==> src/sa_pkg.sv <==
package sa_pkg;

    // ==================================================
    // Array and operand sizes
    // ==================================================
    localparam int data_width = 8;
    localparam int array_w    = 4;                   // Array side, also C side
    localparam int array_l    = 4;                   // Inner dimension
    localparam int mem_size   = array_w * array_l;
    localparam int res_width  = 2 * data_width;
    localparam int addr_width = 4;

    // Clock cycles between displayed results, short for simulation
    localparam int display_ticks = 8;

    // Fetcher state codes
    localparam logic [1:0] fetch_idle  = 2'd0;
    localparam logic [1:0] fetch_clear = 2'd1;
    localparam logic [1:0] fetch_feed  = 2'd2;
    localparam logic [1:0] fetch_drain = 2'd3;

    // ==================================================
    // One result word, seen whole or as hex digits
    // ==================================================
    typedef union packed {
        logic [res_width-1:0]          word;
        logic [res_width/4-1:0][3:0]   nibble;  // Nibble 0 is the low digit
    } result_word_t;

endpackage

==> src/sa_feed_if.sv <==
`timescale 1ns/100ps

interface sa_feed_if;
    import sa_pkg::*;

    logic [array_w-1:0][data_width-1:0] a_edge;  // One per row, left column
    logic [array_w-1:0][data_width-1:0] b_edge;  // One per column, top row
    logic                               feed_valid;
    logic                               clear;

    modport fetcher (
        output a_edge,
        output b_edge,
        output feed_valid,
        output clear
    );

    modport array (
        input a_edge,
        input b_edge,
        input feed_valid,
        input clear
    );

endinterface

==> src/operand_ram.sv <==
`timescale 1ns/100ps

module operand_ram (
    input  logic                                              clk,
    input  logic                                              reset_n,
    input  logic                                              wr_en,
    input  logic [sa_pkg::addr_width-1:0]                     wr_addr,
    input  logic [sa_pkg::data_width-1:0]                     wr_data,
    output logic [sa_pkg::mem_size-1:0][sa_pkg::data_width-1:0] mem_view
);
    import sa_pkg::*;

    logic [data_width-1:0] mem [mem_size];

    always_ff @(posedge clk) begin
        if (!reset_n) begin
            for (int i = 0; i < mem_size; i++) begin
                mem[i] <= '0;
            end
        end else if (wr_en) begin
            mem[wr_addr] <= wr_data;
        end
    end

    // Whole contents visible at once, no read latency
    always_comb begin
        for (int i = 0; i < mem_size; i++) begin
            mem_view[i] = mem[i];
        end
    end

endmodule

==> src/result_shifter.sv <==
`timescale 1ns/100ps

module result_shifter (
    input  logic                                                              clk,
    input  logic                                                              reset_n,
    input  logic                                                              ready,
    input  logic [sa_pkg::array_w*sa_pkg::array_w-1:0][sa_pkg::res_width-1:0] results,
    output sa_pkg::result_word_t                                              current,
    output logic                                                              result_strobe
);
    import sa_pkg::*;

    localparam int n_results = array_w * array_w;

    logic [res_width-1:0]               buffer [n_results-1];
    logic [$clog2(n_results)-1:0]       remaining;
    logic [$clog2(display_ticks)-1:0]   tick;
    logic                               ready_d;
    logic                               armed;       // Skips the ready rise out of reset
    logic                               strobe_q;
    logic                               capture;

    assign capture = ready && !ready_d && armed;

    // ==================================================
    // Capture, then parallel-to-serial stepping
    // ==================================================
    always_ff @(posedge clk) begin
        if (!reset_n) begin
            ready_d   <= 1'b0;
            armed     <= 1'b0;
            remaining <= '0;
            tick      <= '0;
            strobe_q  <= 1'b0;
            current   <= '0;
        end else begin
            ready_d  <= ready;
            armed    <= armed | ready;
            strobe_q <= 1'b0;
            if (capture) begin
                current.word <= results[0];
                remaining    <= ($bits(remaining))'(n_results - 1);
                tick         <= '0;
                strobe_q     <= 1'b1;
            end else if (!ready) begin
                remaining <= '0;                // Restart abandons the display
            end else if (remaining != '0) begin
                tick <= tick + 1'b1;
                if (tick == ($bits(tick))'(display_ticks - 1)) begin
                    tick         <= '0;
                    current.word <= buffer[0];
                    remaining    <= remaining - 1'b1;
                    strobe_q     <= 1'b1;
                end
            end
        end
    end

    // Words still to show, shifted down one place per step
    always_ff @(posedge clk) begin
        if (capture) begin
            for (int k = 0; k < n_results - 1; k++) begin
                buffer[k] <= results[k+1];
            end
        end else if (ready && remaining != '0
                     && tick == ($bits(tick))'(display_ticks - 1)) begin
            for (int k = 0; k < n_results - 2; k++) begin
                buffer[k] <= buffer[k+1];
            end
            buffer[n_results-2] <= '0;
        end
    end

    // A start seen in the step cycle drops ready before the strobe shows
    assign result_strobe = strobe_q && ready;

endmodule

==> src/sa_array.sv <==
`timescale 1ns/100ps

module sa_array (
    input  logic                                                              clk,
    input  logic                                                              reset_n,
    sa_feed_if.array                                                          feed,
    output logic [sa_pkg::array_w*sa_pkg::array_w-1:0][sa_pkg::res_width-1:0] results
);
    import sa_pkg::*;

    // Column array_w of a_bus and row array_w of b_bus fall off the edge
    logic [data_width-1:0] a_bus [array_w][array_w+1];
    logic [data_width-1:0] b_bus [array_w+1][array_w];

    genvar i, j;

    generate
        for (i = 0; i < array_w; i++) begin : g_edge
            assign a_bus[i][0] = feed.feed_valid ? feed.a_edge[i] : '0;
            assign b_bus[0][i] = feed.feed_valid ? feed.b_edge[i] : '0;
        end

        for (i = 0; i < array_w; i++) begin : g_row
            for (j = 0; j < array_w; j++) begin : g_col
                sa_pe i_pe (
                    .clk     (clk),
                    .reset_n (reset_n),
                    .clear   (feed.clear),
                    .a_in    (a_bus[i][j]),
                    .b_in    (b_bus[i][j]),
                    .a_out   (a_bus[i][j+1]),
                    .b_out   (b_bus[i+1][j]),
                    .acc     (results[i*array_w + j])   // Row-major
                );
            end
        end
    endgenerate

endmodule

==> src/sa_fetcher.sv <==
`timescale 1ns/100ps

module sa_fetcher (
    input  logic                                                clk,
    input  logic                                                reset_n,
    input  logic                                                start,
    input  logic [sa_pkg::mem_size-1:0][sa_pkg::data_width-1:0] a_mem,
    input  logic [sa_pkg::mem_size-1:0][sa_pkg::data_width-1:0] b_mem,
    output logic                                                ready,
    sa_feed_if.fetcher                                          feed
);
    import sa_pkg::*;

    logic [1:0]                                     state;
    logic [$clog2(array_l + 2*array_w - 2)-1:0]     step;

    // ==================================================
    // Sequencer
    // ==================================================
    always_ff @(posedge clk) begin
        if (!reset_n) begin
            state <= fetch_idle;
            step  <= '0;
            ready <= 1'b0;
        end else begin
            case (state)
                fetch_idle: begin
                    ready <= 1'b1;
                    if (start && ready) begin
                        state <= fetch_clear;
                        ready <= 1'b0;
                    end
                end
                fetch_clear: begin
                    step  <= '0;
                    state <= fetch_feed;
                end
                fetch_feed: begin
                    step <= step + 1'b1;
                    // Last operand pair reaches the far corner cell
                    if (step == ($bits(step))'(array_l + 2*array_w - 3)) begin
                        state <= fetch_drain;
                    end
                end
                default: begin                  // Drain, last products settle
                    state <= fetch_idle;
                    ready <= 1'b1;
                end
            endcase
        end
    end

    assign feed.clear      = (state == fetch_clear);
    assign feed.feed_valid = (state == fetch_feed);

    // Skewed diagonal: row i gets A[i][t-i], column j gets B[t-j][j]
    always_comb begin
        for (int i = 0; i < array_w; i++) begin
            feed.a_edge[i] = '0;
            feed.b_edge[i] = '0;
            if (step >= i && step < i + array_l) begin
                feed.a_edge[i] = a_mem[i*array_l + (step - i)];
                feed.b_edge[i] = b_mem[(step - i)*array_w + i];
            end
        end
    end

endmodule

==> src/sa_pe.sv <==
`timescale 1ns/100ps

module sa_pe (
    input  logic                          clk,
    input  logic                          reset_n,
    input  logic                          clear,
    input  logic [sa_pkg::data_width-1:0] a_in,
    input  logic [sa_pkg::data_width-1:0] b_in,
    output logic [sa_pkg::data_width-1:0] a_out,
    output logic [sa_pkg::data_width-1:0] b_out,
    output logic [sa_pkg::res_width-1:0]  acc
);
    import sa_pkg::*;

    always_ff @(posedge clk) begin
        if (!reset_n || clear) begin
            a_out <= '0;
            b_out <= '0;
            acc   <= '0;
        end else begin
            a_out <= a_in;                      // To the right neighbor
            b_out <= b_in;                      // To the cell below
            acc   <= acc + a_in * b_in;         // Wraps at res_width
        end
    end

endmodule

==> src/sa_top.sv <==
`timescale 1ns/100ps

module sa_top (
    input  logic                            clk,
    input  logic                            reset_n,
    input  logic                            wr_en,
    input  logic                            wr_sel,     // 0 = A, 1 = B
    input  logic [sa_pkg::addr_width-1:0]   wr_addr,
    input  logic [sa_pkg::data_width-1:0]   wr_data,
    input  logic                            start,
    output logic                            ready,
    output logic                            result_strobe,
    output logic [4*sa_pkg::data_width-1:0] hex_connect
);
    import sa_pkg::*;

    logic [mem_size-1:0][data_width-1:0]        a_mem;
    logic [mem_size-1:0][data_width-1:0]        b_mem;
    logic [array_w*array_w-1:0][res_width-1:0]  results;
    result_word_t                               current;
    logic                                       wr_en_a;
    logic                                       wr_en_b;

    sa_feed_if feed ();

    // Writes only land while idle
    assign wr_en_a = wr_en && ready && !wr_sel;
    assign wr_en_b = wr_en && ready && wr_sel;

    // ==================================================
    // Operands, fetcher and array
    // ==================================================
    operand_ram i_ram_a (
        .clk (clk), .reset_n (reset_n), .wr_en (wr_en_a),
        .wr_addr (wr_addr), .wr_data (wr_data), .mem_view (a_mem)
    );

    operand_ram i_ram_b (
        .clk (clk), .reset_n (reset_n), .wr_en (wr_en_b),
        .wr_addr (wr_addr), .wr_data (wr_data), .mem_view (b_mem)
    );

    sa_fetcher i_fetcher (
        .clk (clk), .reset_n (reset_n), .start (start),
        .a_mem (a_mem), .b_mem (b_mem), .ready (ready), .feed (feed.fetcher)
    );

    sa_array i_array (
        .clk (clk), .reset_n (reset_n), .feed (feed.array), .results (results)
    );

    // Display path
    result_shifter i_shifter (
        .clk (clk), .reset_n (reset_n), .ready (ready), .results (results),
        .current (current), .result_strobe (result_strobe)
    );

    seg7_encoder i_encoder (
        .value (current), .hex_connect (hex_connect)
    );

endmodule

==> src/seg7_encoder.sv <==
`timescale 1ns/100ps

module seg7_encoder (
    input  sa_pkg::result_word_t              value,
    output logic [4*sa_pkg::data_width-1:0]   hex_connect
);
    import sa_pkg::*;

    // Active low, bit 0 = a up to bit 6 = g, bit 7 = dp kept off
    function automatic logic [7:0] seg_code(input logic [3:0] digit);
        case (digit)
            4'h0:    seg_code = 8'hC0;
            4'h1:    seg_code = 8'hF9;
            4'h2:    seg_code = 8'hA4;
            4'h3:    seg_code = 8'hB0;
            4'h4:    seg_code = 8'h99;
            4'h5:    seg_code = 8'h92;
            4'h6:    seg_code = 8'h82;
            4'h7:    seg_code = 8'hF8;
            4'h8:    seg_code = 8'h80;
            4'h9:    seg_code = 8'h90;
            4'hA:    seg_code = 8'h88;
            4'hB:    seg_code = 8'h83;
            4'hC:    seg_code = 8'hC6;
            4'hD:    seg_code = 8'hA1;
            4'hE:    seg_code = 8'h86;
            default: seg_code = 8'h8E;
        endcase
    endfunction

    always_comb begin
        for (int d = 0; d < res_width/4; d++) begin
            hex_connect[8*d +: 8] = seg_code(value.nibble[d]);   // Digit 0 in low byte
        end
    end

endmodule

==> config.mk <==
export PLATFORM = sky130hd
export DESIGN_NAME = sa_top
export DESIGN_NICKNAME = d
export VERILOG_FILES = /design/src/sa_pkg.sv /design/src/sa_feed_if.sv /design/src/operand_ram.sv /design/src/result_shifter.sv /design/src/sa_array.sv /design/src/sa_fetcher.sv /design/src/sa_pe.sv /design/src/sa_top.sv /design/src/seg7_encoder.sv
export SDC_FILE = /design/constraint.sdc
export NUM_CORES = 2
export LEC_CHECK = 0
export BUFFER_PORTS_ARGS = -buffer_cell sky130_fd_sc_hd__buf_2
export CORE_MARGIN = 2
export CORE_UTILIZATION = 55
export CTS_CLUSTER_DIAMETER = 120
export DETAILED_ROUTE_END_ITERATION = 16
export PLACE_DENSITY = 0.72
export SYNTH_ARGS = -nofsm -noshare
export SYNTH_HDL_FRONTEND = slang
export SYNTH_HIERARCHICAL = 1
export SYNTH_SLANG_ARGS = --single-unit
==> constraint.sdc <==
create_clock -name clk -period 11.6 [get_ports clk]
set_clock_uncertainty 0.2 [all_clocks]
set_input_delay 1.16 -clock clk [delete_from_list [all_inputs] [get_ports clk]]
set_output_delay 1.16 -clock clk [all_outputs]
set_load 0.05 [all_outputs]
* After elaboration in Yosys (flattened, before gate mapping)
Memories as Yosys holds them, arrays and structs flattened. A register that Yosys moved wholly into a read port is not among the register bits. Cells that the tools add are included.
Storage, ports and cells: bits in writable memories 496, register bits after elaboration 481, memory bits (read-only) 448, logic and storage cells 262, memories 7, input bits 17
Operators by class: multiplexer cells 92, reductions and logical operators 30, bitwise operators 17, eq/ne operators 8, multiply operators 16, add/sub/neg operators 28, $lt $le $gt $ge 15
Memories:
- i_shifter.buffer | words 15, bits a word 16, rd ports 15, clocked after Yosys merged registers in 0, wr ports 15, line result_shifter.sv:15 | logic [res_width-1:0] buffer [n_results-1];
- i_ram_a.mem | words 16, bits a word 8, rd ports 16, clocked after Yosys merged registers in 0, wr ports 16, line operand_ram.sv:13 | logic [data_width-1:0] mem [mem_size];
- i_ram_b.mem | words 16, bits a word 8, rd ports 16, clocked after Yosys merged registers in 0, wr ports 16, line operand_ram.sv:13
- (name not given) | words 16, bits a word 7, rd ports 1, clocked after Yosys merged registers in 1, wr ports 0, line seg7_encoder.sv:11 | case (digit)
- (name not given) | words 16, bits a word 7, rd ports 1, clocked after Yosys merged registers in 1, wr ports 0, line seg7_encoder.sv:11
- (name not given) | words 16, bits a word 7, rd ports 1, clocked after Yosys merged registers in 1, wr ports 0, line seg7_encoder.sv:11
- +1 memories
Operators by type and width (number):
- $mux 16 | 19
- $add 16x16->16 | 16
- $mul 8x8->16 | 16
- $bmux 8 s4 | 7
- $mux 8 | 26
- $lt 32x5->1 const B | 6
- $add 32x2->32 const B | 2
- $add 4x32->32 const A | 2
- $mux 4 | 14
- $add 3x32->32 const A | 1
- $add 32x1->32 const B | 1
- $mux 1 | 19
- $bmux 8 s2 | 1
- $lt 4x3->1 const B | 4
- $or 1x1->1 | 16
- $reduce_or 8->1 | 2
- $logic_and 1x1->1 | 12
- $sub 4x2->5 const B | 2
- $ge 4x2->1 const B | 2
- $pmux 4 s2 | 1
- $reduce_bool 2->1 | 4
- $lt 6x5->1 const B | 1
- $ne 3x1->1 const B | 2
- $pmux 2 s3 | 1
- other kinds (23) | 29

* Depth between registers and ports, before layout
depth in word-level cells 8, depth in mapped cells 31, gate-level depth less buffers 24

* Cells and area by module
The synthesis kept the hierarchy.
By module, submodules not included:
- sa_pe (i_array.g_row[1].g_col[0].i_pe ...) | area an instance 3443.3 um^2, seq. area each 640.6 um^2, cells each 384, instances 7
- sa_pe (i_array.g_row[0].g_col[0].i_pe ...) | area an instance 3375.7 um^2, seq. area each 640.6 um^2, cells each 378, instances 4
- result_shifter | area an instance 11410.9 um^2, seq. area each 7727.4 um^2, cells each 778, instances 1
- sa_pe (i_array.g_row[3].g_col[0].i_pe ...) | area an instance 3430.8 um^2, seq. area each 640.6 um^2, cells each 387, instances 3
- operand_ram (i_ram_b) | area an instance 5230.0 um^2, seq. area each 3843.7 um^2, cells each 326, instances 1
- sa_fetcher | area an instance 4954.8 um^2, seq. area each 140.1 um^2, cells each 438, instances 1
- operand_ram (i_ram_a) | area an instance 4853.4 um^2, seq. area each 3843.7 um^2, cells each 326, instances 1
- sa_pe (i_array.g_row[2].g_col[3].i_pe) | area an instance 3409.5 um^2, seq. area each 640.6 um^2, cells each 383, instances 1
- sa_pe (i_array.g_row[3].g_col[3].i_pe) | area an instance 3393.3 um^2, seq. area each 640.6 um^2, cells each 382, instances 1
- seg7_encoder | area an instance 1133.6 um^2, seq. area each 0.0 um^2, cells each 129, instances 1
- sa_array | area an instance 510.5 um^2, seq. area each 0.0 um^2, cells each 70, instances 1
- sa_top | area an instance 16.3 um^2, seq. area each 0.0 um^2, cells each 2, instances 1

* Worst setup path before layout
Ideal clock, no wire load.
path kind register to register, start point register i_shifter.remaining[0], end point memory i_shifter/buffer[0][0] (netlist name) (enable), data arrival time 5.268 ns, clock period less this slack 7.323 ns, stages on the path, launching flop included 8, buffers on the path 2, setup slack 4.277 ns, path through dfxtp_1 inv_1 ha_1 or3b_1 buf_2 buf_1 nand3_1 nand2_1
RTL lines:
- from (decl) | line result_shifter.sv:16 | logic [$clog2(n_results)-1:0] remaining;
- from (signal assigned) | line result_shifter.sv:42 | remaining <= ($bits(remaining))'(n_results - 1);
- from (signal assigned) | line result_shifter.sv:52 | remaining <= remaining - 1'b1;
- to (decl) | line result_shifter.sv:15

==> run summary <==
The post-detailed-route via-to-cell ratio is 5.56. For this design, the slowest cell found on the critical path is dfxtp_4. In this run the deepest clock path goes through 3 buffers. The number of hold buffers added after CTS was 0.

The number of antenna violations at the first check in global routing is 10. The sum of routed wire length over all layers is 196000 µm, and the count of antenna-violating nets left after detailed routing is 0. The worst setup path is of the reg2reg kind.

In this run the horizontal extent of the chip is 388 µm. Yosys printed 6 warnings. Each instance of the synthesized netlist takes up on average 10.1 µm².

For the top-level I/O count, the log shows 51. The count of mapped cells out of synthesis came out at 8066. Measured against its own limit, the worst slew margin works out to 13.3%.

Power spread over the standard cell area amounts to 99.7 nW/µm². The die covers 151000 µm². The net switching power is 2420 µW, and the highest fanout seen on the critical path is 65.

The detailed-route wire length per cell is 19.7 µm, and the sum of buffers and inverters on the critical path is 5. The clock insertion delay at the later pin of the skew report came out at 0.76 ns. Dividing the final minimum period by the clock period gives 68.7%. STA classifies the critical path startpoint as a flop.

The net count of the finished layout is 9390. Once the floorplan was initialized, standard cells occupied 55.5% of the core. Number of fill cells: 12200. Entering global routing, the biggest net connects 81 pins. The tools report the final count of hold timing violations as 0. The cell at the root of the clock tree is clkbuf_16. Summed over all nets, the half-perimeter wirelength after detailed placement is 148000 µm. The maximum frequency from static timing analysis came out at 126 MHz. Post-CTS timing repair inserted 0 buffers for setup. Detailed routing inserted a total of 55500 vias. Walking the worst path, the cells encountered are inv_2, ha_2, buf_4, mux4_2, nor2_1, a211oi_1, nor3_1, and2_2, nand2_1, fa_1, inv_1, fa_1, fa_1, inv_1, fa_1, inv_1, ha_1, a21oi_1, a2111oi_4, nor4_1, nor3b_2. The number of gates resized after CTS was 0. Setup repair after global routing left no endpoint under its margin.

The first TritonRoute pass finished after 6 iterations. During placement, the flow inserted port buffers numbering 46. After detailed routing, the number of remaining DRC violations is 0. Across the run, the number of max-cap violations was 0.

The flow ran to the end, and the final reports show no timing, DRC or antenna violations. The analysis attributes to cell leakage a power of 0.0397 µW. The pre-CTS setup slack was 3.70 ns. For the required time at the worst-slack endpoint, the log shows 11.99 ns.

STA classifies the critical path endpoint as a flop. The run gives 81100 µm² as the area of the mapped netlist. The worst-case IR drop observed on VDD is 0.128 mV. For the pin with the worst max-slew slack, the measured transition is 1.29 ns. Global routing consumed, over all layers together, 26.4% of the routing resources.

In this run, the combinational gates consume 12.3% of the power. The floorplan has 140 rows. Per report_power, the clock group accounts for 41.6% of the total.

Setup slack on the critical path of the routed design comes to 3.63 ns. The internal power consumption was 6170 µW; the final period demand of the worst path was 7.97 ns. The core region is 146000 µm². Among the stages of the critical path, the cell type that occurs most often is fa_1. The clock tree synthesis step divided the H-tree into 3 levels.

Routability congestion estimate from global placement: 0.908. The post-route netlist has 8.73% of its cells at a drive strength greater than 1. For the final max-slew violation count, the log shows 0. The share of power burned in registers was 46.1%.

For the final routed database, the setup TNS stands at 0 ns. After the first detailed-routing iteration, the DRC count stood at 4817. The total clock buffers created by CTS is 108, and the number of global-route vias before repair is 56700.

The largest single stage delay on the critical path is 0.99 ns. The run gives 315000 µm as the wire length of the first global-routing pass. Setup violations remaining at the end of the flow were counted as 0. The die is 388 µm tall. The area overhead of the layout relative to synthesis came out at 6.24%.

The number of clock sinks was 977. STA puts the critical path data arrival time at 8.36 ns. The clock transition at the register clock pins on the worst setup and hold paths after CTS came out at 0.06 ns. The kind of cell adding the most delay to the critical path is adder cells. After global routing the overflow that remains totals 0.

The switching power share of the total is 28.2%. TritonCTS built the clock tree. The min-delay analysis places its worst path in the category reg2reg.
==> cell usage in the layout, fill, tap and decap left out, drive strengths merged, types with 70 or more instances in the layout <==
cell type,n
inv,1624
and2,887
nand2,841
fa,800
ha,605
edfxtp,496
dfxtp,481
nor3,334
a21oi,173
nor2,172
mux2,170
clkbuf,147
mux4,126
buf,116
o21ai,105
nor2b,99
a211oi,81
xnor2,73
nand3,70
==> state kept, by name (all words and copies together) (netlist names), 2 cells and up <==
signal / cells
i_shifter/remaining: 4
i_array/g_row.g_col.i_pe/b_out: 96
i_fetcher/state: 2
i_ram_b/mem: 128
i_ram_a/mem: 128
i_fetcher/step: 4
i_shifter/tick: 3
i_shifter/current: 16
i_shifter/buffer: 240
i_array/g_row.g_col.i_pe/a_out: 96
i_array/g_row.g_col.i_pe/acc: 256
==> power groups by stage <==
stage                     Combinational [µW]  Clock [µW]  Sequential (µW)
after floorplan                          772           0             3990
after global placement                  1030           0             4030
after detailed placement                1050           0             4030
after CTS                               1050        3640             3960
after global routing                    1130        3770             3980
final                                   1060        3570             3960
==> routing by layer <==
| metal | GRT usage [%] | wire [µm] |
|---|---|---|
| met3 | 4.26 | 14500 |
| met5 | 0 | 38 |
| met4 | 8.19 | 5750 |
| met2 | 41.2 | 89000 |
| met1 | 37.8 | 87100 |
==> worst min-delay path: stages, from the launching register on <==
cell	delay (ns)
edfxtp_1	0.32
nand2_1	0.05
nand2_1	0.05
==> per-stage QoR <==
step,cell area (µm²),power [µW],cells,util (%),hold slack (ns)
detailed placement,82500,5080,9775,56.5,0.288
global route,86200,8880,9980,59.0,0.311
global placement,82500,5060,9775,56.5,0.270
floorplan,81100,4760,8069,-,0.256
CTS,86200,8650,9980,59.0,0.287
finish,86200,8590,9984,59.0,0.282
==> layout make-up <==
type	count	area, µm²	share of cell area, %
antenna	4	10.0	0.0116
clock buffer	147	2990	3.47
clock inverter	58	671	0.778
inverter	1619	6080	7.05
multi-input combinational	5146	48800	56.6
sequential	977	24500	28.5
tap	1917	2400	2.78
timing repair buffer	116	758	0.880
==> final timing paths <==
kind	from	to	slack, ns	depth (start not counted)
worst max-delay path	i_fetcher/step[0]	i_array/g_row[3].g_col[0].i_pe/acc[15]	3.63	21
worst max register to register	i_fetcher/step[0]	i_array/g_row[3].g_col[0].i_pe/acc[15]	3.63	21
worst min register to register	i_shifter/buffer[1][64]	i_shifter/buffer[1][48]	0.28	2
worst min-delay path	i_shifter/buffer[1][64]	i_shifter/buffer[1][48]	0.28	2
Note: power is estimated with default switching activity, not from simulation.
